<file path="src/cpuPkg.sv">
package cpuPkg;

  // machine word and register index widths
  localparam int dataWidth    = 32;
  localparam int regAddrWidth = 5;
  localparam int numRegs      = 1 << regAddrWidth;

  // next-PC select codes for ctrlT.pcSrc
  localparam logic [1:0] pcSrcPlus4  = 2'd0;
  localparam logic [1:0] pcSrcBranch = 2'd1;
  localparam logic [1:0] pcSrcJump   = 2'd2;

  // major opcodes, MIPS encoding
  typedef enum logic [5:0] {
    opRType = 6'h00,
    opJ     = 6'h02,
    opBeq   = 6'h04,
    opAddi  = 6'h08,
    opLw    = 6'h23,
    opSw    = 6'h2b
  } opcodeT;

  // R-type function field
  typedef enum logic [5:0] {
    fnAdd = 6'h20,
    fnSub = 6'h22,
    fnAnd = 6'h24,
    fnOr  = 6'h25,
    fnSlt = 6'h2a
  } functT;

  typedef enum logic [2:0] {
    aluAdd,
    aluSub,
    aluAnd,
    aluOr,
    aluSlt
  } aluOpT;

  typedef enum logic [3:0] {
    stReset,
    stFetchReq,
    stFetchRel,
    stDecode,
    stExecute,
    stMemReq,
    stMemRel,
    stWriteBack,
    stHalt
  } cpuStateT;

  // load enables and selects, control unit to datapath
  typedef struct packed {
    logic       pcLoad;
    logic       irLoad;
    logic       marLoad;
    logic       mdrLoad;
    logic       abLoad;
    logic       aluOutLoad;
    logic       regWrite;
    logic       regDstRd;
    logic       memToReg;
    logic       aluSrcImm;
    logic       marFromAlu;
    logic [1:0] pcSrc;
    aluOpT      aluOp;
  } ctrlT;

  // held stable for the whole time req is high
  typedef struct packed {
    logic [dataWidth-1:0] addr;
    logic [dataWidth-1:0] wdata;
    logic                 write;
  } memReqT;

endpackage

</file>
<file path="src/aluUnit.sv">
`timescale 1ns/10ps

module aluUnit (
  input  cpuPkg::aluOpT                 op,
  input  logic [cpuPkg::dataWidth-1:0] a,
  input  logic [cpuPkg::dataWidth-1:0] b,
  output logic [cpuPkg::dataWidth-1:0] result,
  output logic                          zero
);
  import cpuPkg::*;

  logic lessSigned;

  // signed compare for SLT
  assign lessSigned = $signed(a) < $signed(b);

  always_comb begin
    case (op)
      aluAdd: begin
        result = a + b;
      end
      aluSub: begin
        result = a - b;
      end
      aluAnd: begin
        result = a & b;
      end
      aluOr: begin
        result = a | b;
      end
      aluSlt: begin
        result = {{(dataWidth-1){1'b0}}, lessSigned};
      end
      default: begin
        result = '0;
      end
    endcase
  end

  // equality for BEQ, taken from the subtract
  assign zero = (result == '0);

endmodule

</file>
<file path="src/regFile.sv">
`timescale 1ns/10ps

module regFile (
  input  logic                             Clk,
  input  logic                             rstN,
  input  logic [cpuPkg::regAddrWidth-1:0] rdAddrA,
  input  logic [cpuPkg::regAddrWidth-1:0] rdAddrB,
  input  logic [cpuPkg::regAddrWidth-1:0] wrAddr,
  input  logic                             wrEn,
  input  logic [cpuPkg::dataWidth-1:0]    wrData,
  output logic [cpuPkg::dataWidth-1:0]    rdDataA,
  output logic [cpuPkg::dataWidth-1:0]    rdDataB
);
  import cpuPkg::*;

  logic [dataWidth-1:0] regs [numRegs];

  // writes to r0 dropped, so it stays zero from reset
  always_ff @(posedge Clk or negedge rstN) begin
    if (!rstN) begin
      for (int i = 0; i < numRegs; i++) begin
        regs[i] <= '0;
      end
    end else if (wrEn && (wrAddr != '0)) begin
      regs[wrAddr] <= wrData;
    end
  end

  // asynchronous read ports
  assign rdDataA = regs[rdAddrA];
  assign rdDataB = regs[rdAddrB];

endmodule

</file>
<file path="src/controlUnit.sv">
`timescale 1ns/10ps

module controlUnit (
  input  logic           Clk,
  input  logic           rstN,
  input  cpuPkg::opcodeT opcode,
  input  cpuPkg::functT  funct,
  input  logic           aluZero,
  input  logic           memAck,
  output logic           memReq,
  output logic           memWrite,
  output cpuPkg::ctrlT   ctrl,
  output logic           halted
);
  import cpuPkg::*;

  cpuStateT state;
  cpuStateT nextState;
  logic     instrLegal;

  // R-type function field to ALU operation
  function automatic aluOpT functToAluOp(input functT fn);
    case (fn)
      fnSub:   return aluSub;
      fnAnd:   return aluAnd;
      fnOr:    return aluOr;
      fnSlt:   return aluSlt;
      default: return aluAdd;
    endcase
  endfunction

  always_ff @(posedge Clk or negedge rstN) begin
    if (!rstN) begin
      state <= stReset;
    end else begin
      state <= nextState;
    end
  end

  // anything outside the subset traps
  always_comb begin
    case (opcode)
      opRType:                       instrLegal = funct inside {fnAdd, fnSub, fnAnd, fnOr, fnSlt};
      opAddi, opLw, opSw, opBeq, opJ: instrLegal = 1'b1;
      default:                       instrLegal = 1'b0;
    endcase
  end

  always_comb begin
    ctrl       = '0;
    ctrl.pcSrc = pcSrcPlus4;
    ctrl.aluOp = aluAdd;
    nextState  = state;
    case (state)
      stReset: nextState = stFetchReq;
      stFetchReq: begin
        // ack cycle: capture instruction, step PC
        if (memAck) begin
          ctrl.irLoad = 1'b1;
          ctrl.pcLoad = 1'b1;
          nextState   = stFetchRel;
        end
      end
      stFetchRel: begin
        if (!memAck) nextState = stDecode;
      end
      stDecode: begin
        ctrl.abLoad = 1'b1;
        nextState   = instrLegal ? stExecute : stHalt;
      end
      stExecute: begin
        case (opcode)
          opRType: begin
            ctrl.aluOp      = functToAluOp(funct);
            ctrl.aluOutLoad = 1'b1;
            nextState       = stWriteBack;
          end
          opAddi: begin
            ctrl.aluSrcImm  = 1'b1;
            ctrl.aluOutLoad = 1'b1;
            nextState       = stWriteBack;
          end
          opBeq: begin
            // compare, then point MAR at the next fetch
            ctrl.aluOp   = aluSub;
            ctrl.pcSrc   = pcSrcBranch;
            ctrl.pcLoad  = aluZero;
            ctrl.marLoad = 1'b1;
            nextState    = stFetchReq;
          end
          opJ: begin
            ctrl.pcSrc   = pcSrcJump;
            ctrl.pcLoad  = 1'b1;
            ctrl.marLoad = 1'b1;
            nextState    = stFetchReq;
          end
          default: begin
            // LW and SW, effective address straight into MAR
            ctrl.aluSrcImm  = 1'b1;
            ctrl.marLoad    = 1'b1;
            ctrl.marFromAlu = 1'b1;
            nextState       = stMemReq;
          end
        endcase
      end
      stMemReq: begin
        if (memAck) begin
          ctrl.mdrLoad = (opcode == opLw);
          nextState    = stMemRel;
        end
      end
      stMemRel: begin
        if (!memAck) begin
          if (opcode == opLw) begin
            nextState = stWriteBack;
          end else begin
            // store done, refetch from PC
            ctrl.marLoad = 1'b1;
            nextState    = stFetchReq;
          end
        end
      end
      stWriteBack: begin
        ctrl.regWrite = 1'b1;
        ctrl.regDstRd = (opcode == opRType);
        ctrl.memToReg = (opcode == opLw);
        ctrl.marLoad  = 1'b1;
        nextState     = stFetchReq;
      end
      default: nextState = stHalt;
    endcase
  end

  assign memReq   = (state == stFetchReq) || (state == stMemReq);
  assign memWrite = (state == stMemReq) && (opcode == opSw);
  assign halted   = (state == stHalt);

  // four-phase rules on the memory port
  reqHeldUntilAck: assert property (@(posedge Clk) disable iff (!rstN)
    $fell(memReq) |-> $past(memAck));

  reqAfterAckLow: assert property (@(posedge Clk) disable iff (!rstN)
    $rose(memReq) |-> !$past(memAck));

endmodule

</file>
<file path="src/cpuDatapath.sv">
`timescale 1ns/10ps

module cpuDatapath (
  input  logic                          Clk,
  input  logic                          rstN,
  input  cpuPkg::ctrlT                  ctrl,
  input  logic                          memWrite,
  input  logic [cpuPkg::dataWidth-1:0] memRdata,
  output cpuPkg::memReqT                memCmd,
  output cpuPkg::opcodeT                opcode,
  output cpuPkg::functT                 funct,
  output logic                          aluZero
);
  import cpuPkg::*;

  logic [dataWidth-1:0]    pc;
  logic [dataWidth-1:0]    ir;
  logic [dataWidth-1:0]    mar;
  logic [dataWidth-1:0]    mdr;
  logic [dataWidth-1:0]    regA;
  logic [dataWidth-1:0]    regB;
  logic [dataWidth-1:0]    aluOut;
  logic [dataWidth-1:0]    rdDataA;
  logic [dataWidth-1:0]    rdDataB;
  logic [dataWidth-1:0]    signExt;
  logic [dataWidth-1:0]    aluB;
  logic [dataWidth-1:0]    aluResult;
  logic [dataWidth-1:0]    pcTarget;
  logic [dataWidth-1:0]    pcNew;
  logic [dataWidth-1:0]    wrData;
  logic [regAddrWidth-1:0] wrAddr;

  // instruction fields
  assign opcode  = opcodeT'(ir[31:26]);
  assign funct   = functT'(ir[5:0]);
  assign signExt = {{16{ir[15]}}, ir[15:0]};

  // operand B: register or immediate
  assign aluB = ctrl.aluSrcImm ? signExt : regB;

  // next PC; PC already holds PC+4 once decode starts
  always_comb begin
    case (ctrl.pcSrc)
      pcSrcBranch: pcTarget = pc + (signExt << 2);
      pcSrcJump:   pcTarget = {pc[31:28], ir[25:0], 2'b00};
      default:     pcTarget = pc + 32'd4;
    endcase
  end

  // value PC holds after this edge, fed to MAR for the next fetch
  assign pcNew = ctrl.pcLoad ? pcTarget : pc;

  // write-back: rd for R-type, rt otherwise
  assign wrAddr = ctrl.regDstRd ? ir[15:11] : ir[20:16];
  assign wrData = ctrl.memToReg ? mdr : aluOut;

  regFile regs (
    .Clk     (Clk),
    .rstN    (rstN),
    .rdAddrA (ir[25:21]),
    .rdAddrB (ir[20:16]),
    .wrAddr  (wrAddr),
    .wrEn    (ctrl.regWrite),
    .wrData  (wrData),
    .rdDataA (rdDataA),
    .rdDataB (rdDataB)
  );

  aluUnit alu (
    .op     (ctrl.aluOp),
    .a      (regA),
    .b      (aluB),
    .result (aluResult),
    .zero   (aluZero)
  );

  always_ff @(posedge Clk or negedge rstN) begin
    if (!rstN) begin
      pc     <= '0;
      ir     <= '0;
      mar    <= '0;
      mdr    <= '0;
      regA   <= '0;
      regB   <= '0;
      aluOut <= '0;
    end else begin
      if (ctrl.pcLoad) pc <= pcTarget;
      if (ctrl.irLoad) ir <= memRdata;
      if (ctrl.marLoad) mar <= ctrl.marFromAlu ? aluResult : pcNew;
      if (ctrl.mdrLoad) mdr <= memRdata;
      if (ctrl.abLoad) begin
        regA <= rdDataA;
        regB <= rdDataB;
      end
      if (ctrl.aluOutLoad) aluOut <= aluResult;
    end
  end

  // request fields, wdata from B
  assign memCmd = '{addr: mar, wdata: regB, write: memWrite};

  // instruction always fetched from the PC address
  fetchFromPc: assert property (@(posedge Clk) disable iff (!rstN)
    ctrl.irLoad |-> (mar == pc));

  // store request held steady until released
  storeCmdStable: assert property (@(posedge Clk) disable iff (!rstN)
    memWrite && $past(memWrite) |-> $stable(memCmd));

endmodule

</file>
<file path="src/cpuTop.sv">
`timescale 1ns/10ps

module cpuTop (
  input  logic                          Clk,
  input  logic                          rstN,
  output logic                          memReq,
  output cpuPkg::memReqT                memCmd,
  input  logic                          memAck,
  input  logic [cpuPkg::dataWidth-1:0] memRdata,
  output logic                          halted
);
  import cpuPkg::*;

  ctrlT   ctrl;
  opcodeT opcode;
  functT  funct;
  logic   aluZero;
  logic   memWrite;

  // sequencing and handshake
  controlUnit ctrlUnit (
    .Clk      (Clk),
    .rstN     (rstN),
    .opcode   (opcode),
    .funct    (funct),
    .aluZero  (aluZero),
    .memAck   (memAck),
    .memReq   (memReq),
    .memWrite (memWrite),
    .ctrl     (ctrl),
    .halted   (halted)
  );

  // registers, ALU and request fields
  cpuDatapath datapath (
    .Clk      (Clk),
    .rstN     (rstN),
    .ctrl     (ctrl),
    .memWrite (memWrite),
    .memRdata (memRdata),
    .memCmd   (memCmd),
    .opcode   (opcode),
    .funct    (funct),
    .aluZero  (aluZero)
  );

endmodule

</file>
<file path="config.mk">
export PLATFORM = sky130hd
export DESIGN_NAME = cpuTop
export DESIGN_NICKNAME = d
export VERILOG_FILES = /design/src/cpuPkg.sv /design/src/aluUnit.sv /design/src/regFile.sv /design/src/controlUnit.sv /design/src/cpuDatapath.sv /design/src/cpuTop.sv
export SDC_FILE = /design/constraint.sdc
export NUM_CORES = 2
export LEC_CHECK = 0
export ABC_AREA = 1
export BUFFER_PORTS_ARGS = -buffer_cell sky130_fd_sc_hd__buf_4
export CORE_ASPECT_RATIO = 2
export CORE_MARGIN = 2
export CORE_UTILIZATION = 45
export DETAILED_ROUTE_END_ITERATION = 7
export GPL_TIMING_DRIVEN = 0
export PLACE_DENSITY = 0.63
export SLEW_MARGIN = 5
export SYNTH_ARGS = -nofsm -noshare
export SYNTH_HDL_FRONTEND = slang
export SYNTH_HIERARCHICAL = 1
export SYNTH_SLANG_ARGS = --single-unit
export TNS_END_PERCENT = 20
</file>
<file path="constraint.sdc">
create_clock -name Clk -period 4.2 [get_ports Clk]
set_input_delay 0.84 -clock Clk [delete_from_list [all_inputs] [get_ports Clk]]
set_output_delay 0.84 -clock Clk [all_outputs]
set_load 0.02 [all_outputs]
</file>
==> results.sh, run 1 <==
export IMPL_status="did not finish"
export IMPL_stop_stage="global routing"
export IMPL_tool_error="[ERROR GRT-0116] Global routing finished with congestion. Check the congestion regions in the DRC Viewer."
export IMPL_async_set_reset_flop_share_out_of_synthesis_pct=100
export IMPL_synth_net_count=11327
export IMPL_synth_cells=11169
export IMPL_yosys_most_used_dff="dfrtp_1"
export IMPL_top_level_pins=102
export IMPL_clock_sinks=1252
export IMPL_cts_max_level=3
export IMPL_netlist_area_um2=75200
export IMPL_die_width_um=293
export IMPL_global_route_overflow_total=4782
export IMPL_cts_max_path_buffers=3
export IMPL_synth_lib_cells_used_distinct=49
export IMPL_grt_max_degree=168
export IMPL_rows=212
export IMPL_start_util_pct=45.2
export IMPL_ys_seq_elements=1252
export IMPL_synth_warning_count=6
export IMPL_finalWeightedCongestion=1.30
export IMPL_synth_edf_count=0
export IMPL_syn_mean_instance_area_um2=6.73
export IMPL_track_usage_pct=80.0
export IMPL_via_count_of_the_first_global_routing_pass=104976
export IMPL_dp_cells=13423
export IMPL_tritoncts_num_buffers=118
export IMPL_port_buffer_count=101
export IMPL_dpl_hpwl_um=419000
export IMPL_synth_seq_area_share_pct=41.7
export IMPL_cts_root_buffer="clkbuf_16"
export IMPL_wire_length_of_the_first_global_routing_pass_um=1010000
export IMPL_floorplan_die_height_um=582
-- cell usage after synthesis, drive strengths merged (2+ instances only) --
cell type  count  area (um2)
inv          594        2230
mux2          70         788
a21oi        245        1230
nand3b        12        90.1
nand2       4631       17500
a31oi          5        31.3
o21ai       1077        5390
o21bai         6        45.0
and3           2        12.5
a41oi         11        96.3
a221oi         2        17.5
nor4           4        40.0
buf          150         806
fa             3        60.1
o2111ai        6        52.6
xor2           7        61.3
o22ai         32         200
o211ai         6        45.0
o221ai         5        43.8
nand4         33         213
clkinv         3        11.3
ha           120        1500
dfrtp       1252       31300
xnor2          5        43.8
or2            2        12.5
clkbuf       720        2700
nor2         415        1690
nor3          32         236
nand3       1714        8670
-- through the flow --
stage          setup WS [ps]  instance area, um2
2_1_floorplan           2.23               75300
3_5_place_dp           -3070               79100
3_3_place_gp          -13270               78700
4_1_cts                -1020               86700
-- what timing repair did --
action / 4_1_cts
gates resized for setup: 648
endpoints found under the setup margin: 1040
buffers inserted: 124
hold endpoints to repair: 1
pin swaps: 145
hold buffers: 1
cloned: 9
-- kinds of logic after synthesis --
group	after synthesis	synth area share, %
AND/OR/NAND/NOR	6846	37.8
XOR/XNOR	12	0.140
adder cells (fa/ha/maj)	123	2.08
AO/OA/AOI/OAI	1399	9.56
buffers and inverters	1467	7.65
flip-flops	1252	41.7
multiplexers	70	1.05
-- routing by layer --
layer  GRT overflow  track usage, %
met4           1586            86.4
met5              9            31.8
met2           3091            99.9
met3             59            62.1
met1             37            76.1
==> inputs of run 2 (changes only) <==
--- a/config.mk
+++ b/config.mk
@@ -7,12 +7,11 @@
 export LEC_CHECK = 0
 export ABC_AREA = 1
 export BUFFER_PORTS_ARGS = -buffer_cell sky130_fd_sc_hd__buf_4
-export CORE_ASPECT_RATIO = 2
 export CORE_MARGIN = 2
-export CORE_UTILIZATION = 45
+export CORE_UTILIZATION = 30
 export DETAILED_ROUTE_END_ITERATION = 7
 export GPL_TIMING_DRIVEN = 0
-export PLACE_DENSITY = 0.63
+export PLACE_DENSITY_LB_ADDON = 0.15
 export SLEW_MARGIN = 5
 export SYNTH_ARGS = -nofsm -noshare
 export SYNTH_HDL_FRONTEND = slang
==> constraint.sdc (replaced) <==
create_clock -name Clk -period 5.5 [get_ports Clk]
set_input_delay 1.1 -clock Clk [delete_from_list [all_inputs] [get_ports Clk]]
set_output_delay 1.1 -clock Clk [all_outputs]
set_load 0.02 [all_outputs]
==> results.sh, run 2 <==
export IMPL_hold_buf_count_cts=0
export IMPL_cp_num_cells=13
export IMPL_via_count_of_the_first_global_routing_pass=78521
export IMPL_worstSetupStartpointType="register"
export IMPL_slowest_delay_ps=710
export IMPL_period_share_pct=103
export IMPL_syn_mean_instance_area_um2=6.73
export IMPL_multiInputGateArea_um2=39900
export IMPL_total_leakage_power_nw=40.7
export IMPL_timing_critical_path_max_delay_family="simple AND/OR/NAND/NOR gates"
export IMPL_floorplan_die_height_um=505
export IMPL_max_slew_worst_pin_slew_ps=1660
export IMPL_worst_setup_hold_path_clk_slew_ps=60
export IMPL_drt_initial_drc_count=13381
export IMPL_top_level_pins=102
export IMPL_ff2ff_path_depth=13
export IMPL_status="finished, violations left"
export IMPL_dpl_hpwl_um=403000
export IMPL_crit_fanout=10
export IMPL_synth_area_leaders="dfrtp_1, nand2_1, nand3_1, o21ai_0, clkbuf_1"
export IMPL_netlist_area_um2=75200
export IMPL_path_class="register to register"
export IMPL_max_capacitance_violation_count=18
export IMPL_ys_top_cells_by_count="nand2_1, nand3_1, dfrtp_1"
export IMPL_synth_lib_cells_used_distinct=49
export IMPL_slew_headroom_pct=-10.7
export IMPL_coreArea_um2=249000
export IMPL_layout_area_overhead_vs_synth_pct=19.1
export IMPL_async_set_reset_flop_share_out_of_synthesis_pct=100
export IMPL_yosys_most_used_dff="dfrtp_1"
export IMPL_ys_seq_elements=1252
export IMPL_floorplan_die_area_um2=255000
export IMPL_post_synth_top_count_cell="nand2_1"
export IMPL_port_buffer_count=101
export IMPL_grt_max_degree=166
export IMPL_cts_root_buffer="clkbuf_16"
export IMPL_post_route_cell_area_um2=89500
export IMPL_final_max_slew_viol_count=184
export IMPL_finalCoreUtilization_pct=36.0
export IMPL_largest_register_ffs=1024
export IMPL_cts_max_level=4
export IMPL_power_ir_vdd_worst_uv=356
export IMPL_cp_slowest_cell="nand2_1"
export IMPL_cp_cell_sequence="inv_1 > nor3_2 > inv_1 > nor4_1 > clkbuf_1 > o21ai_0 > inv_2 > nor2_1 > nand2_1 > clkinv_1 > nand2_1 > clkbuf_1 > o21ai_0"
export IMPL_rows=183
export IMPL_critPathCaptureType="register"
export IMPL_synth_largest_type_area_fraction_pct=41.7
export IMPL_worstPathRequired_ps=6170
export IMPL_worst_path_buf_inv=6
export IMPL_finalPower_mw=52.5
export IMPL_synth_net_count=11327
export IMPL_synth_cells=11169
export IMPL_wire_length_of_the_first_global_routing_pass_um=699000
export IMPL_power_density_normalized_to_cell_area_nw_per_um2=586
export IMPL_final_hold_violation_count=0
export IMPL_post_route_drc_count=0
export IMPL_synth_warning_count=6
export IMPL_rsz0062_at_grt="yes"
export IMPL_dr_total_vias=86301
export IMPL_cts_max_path_buffers=3
export IMPL_report_final_setup_viol=69
export IMPL_post_drt_wl_per_cell_um=35.3
export IMPL_commonest_non_fill_non_tap_cells_in_the_layout="nand2_1, nand3_1, dfrtp_1, o21ai_0, clkbuf_1"
export IMPL_clock_sinks=1252
export IMPL_global_route_overflow_total=0
export IMPL_hold_slack_ps=140
export IMPL_clock_insertion_delay_worst_skew_ps=850
export IMPL_fill_cells=27101
export IMPL_final_setup_tns_ps=-4060
export IMPL_leading_cell_type_in_the_layout_fill_and_taps_excluded="nand2_1"
export IMPL_largest_register="datapath/regs/regs"
export IMPL_start_util_pct=30.2
export IMPL_area_sequential_um2=31300
export IMPL_track_usage_pct=40.3
export IMPL_clock_skew_final_ps=37.6
export IMPL_post_place_ws_ps=-2400
export IMPL_achievable_frequency_ghz=0.177
export IMPL_num_nets_final=11739
export IMPL_final_cells=15056
export IMPL_crit_arrival_ps=6320
export IMPL_drtPass1Iterations=6
export IMPL_clock_tree_from_tritoncts="yes"
export IMPL_tritoncts_num_buffers=160
export IMPL_hold_class="input pin to asynchronous set/reset pin"
export IMPL_drive_above_1_share_pct=10.5
export IMPL_dp_cells=14628
export IMPL_post_synth_top_area_cell="dfrtp_1"
export IMPL_synth_seq_area_share_pct=41.7
export IMPL_synth_edf_count=0
export IMPL_finalWorstSetupSlack_ps=-148
export IMPL_drtAntennaViolNets=0
export IMPL_die_width_um=505
export IMPL_sum_of_routed_wire_length_over_all_layers_um=531000
export IMPL_violations="max-capacitance violations, max-slew violations, negative setup slack"
export IMPL_antenna_violations_before_repair=54
export IMPL_layout_min_cycle_time_ps=5650
export IMPL_place_area_um2=80900
export IMPL_finalWeightedCongestion=1.09
export IMPL_detail_route_vias_per_cell=5.73
-- run 2: layout make-up --
class / instances / area share, %
diodes: 25 / 0.0699
clock inverters: 49 / 0.830
plain buffers: 869 / 4.29
repair buffers: 250 / 2.74
inverters: 597 / 2.52
flip-flops and latches: 1252 / 35.0
well taps: 3330 / 4.65
multi-input cells: 8451 / 44.6
clock buffers: 233 / 5.32
-- run 2: cell families (layout without fill, tap and decap cells) --
group           Yosys count  after routing  share of synthesized area, %
compound gates         1399           1399                          9.56
xor+xnor                 12             12                         0.140
fa+ha+maj               123            123                          2.08
buf+inv                1467           1998                          7.65
flops                  1252           1252                          41.7
mux                      70             70                          1.05
other cells               0             25                             0
simple gates           6846           6847                          37.8
-- run 2: final timing paths --
check / slack, ps / start / endpoint
setup / recovery: -150 / ctrlUnit/state[1]$_DFFE_PN0P_ / datapath/regs/regs[171]$_DFFE_PN0P_
hold / removal: 140 / rstN / datapath/regA[27]$_DFFE_PN0P_
setup reg to reg: -150 / ctrlUnit/state[1]$_DFFE_PN0P_ / datapath/regs/regs[171]$_DFFE_PN0P_
hold reg to reg: 470 / datapath/pc[0]$_DFF_PN0_ / datapath/pc[0]$_DFF_PN0_
max in group asynchronous: 2590 / rstN / datapath/regs/regs[355]$_DFFE_PN0P_
min in group Clk: 470 / datapath/pc[0]$_DFF_PN0_ / datapath/pc[0]$_DFF_PN0_
-- run 2: metal layers --
| layer | GRT usage, % | wire [um] | vias to the layer above |
|---|---|---|---|
| li1 | - | - | 36792 |
| met2 | 56.5 | 214000 | 5539 |
| met5 | 0 | 345 | - |
| met1 | 51.1 | 209000 | 42752 |
| met4 | 25.9 | 40800 | 40 |
| met3 | 15.8 | 66400 | 1178 |
-- run 2: what timing repair did --
item | 4_1_cts | 5_1_grt
pin swaps | 31 | 97
endpoints found under the setup margin | 177 | 121
endpoints found under the hold margin | 0 | 0
gates cloned | 1 | 6
gates resized for setup | 227 | 359
setup buffers | 45 | 70
-- run 2: worst register-to-register path, cell delays in order, from the launching register on --
cell and delay (ps):
dfrtp_1 410, inv_1 120, nor3_2 580, inv_1 200
nor4_1 530, clkbuf_1 350, o21ai_0 560, inv_2 260
nor2_1 60, nand2_1 280, clkinv_1 570, nand2_1 720
clkbuf_1 650, o21ai_0 220
-- run 2: where the power goes --
group | internal (mW) | switching (mW)
Clock | 6.70 | 4.56
Sequential | 9.58 | 0.558
Combinational | 6.22 | 24.9
Note: power is estimated with default switching activity, not from simulation.
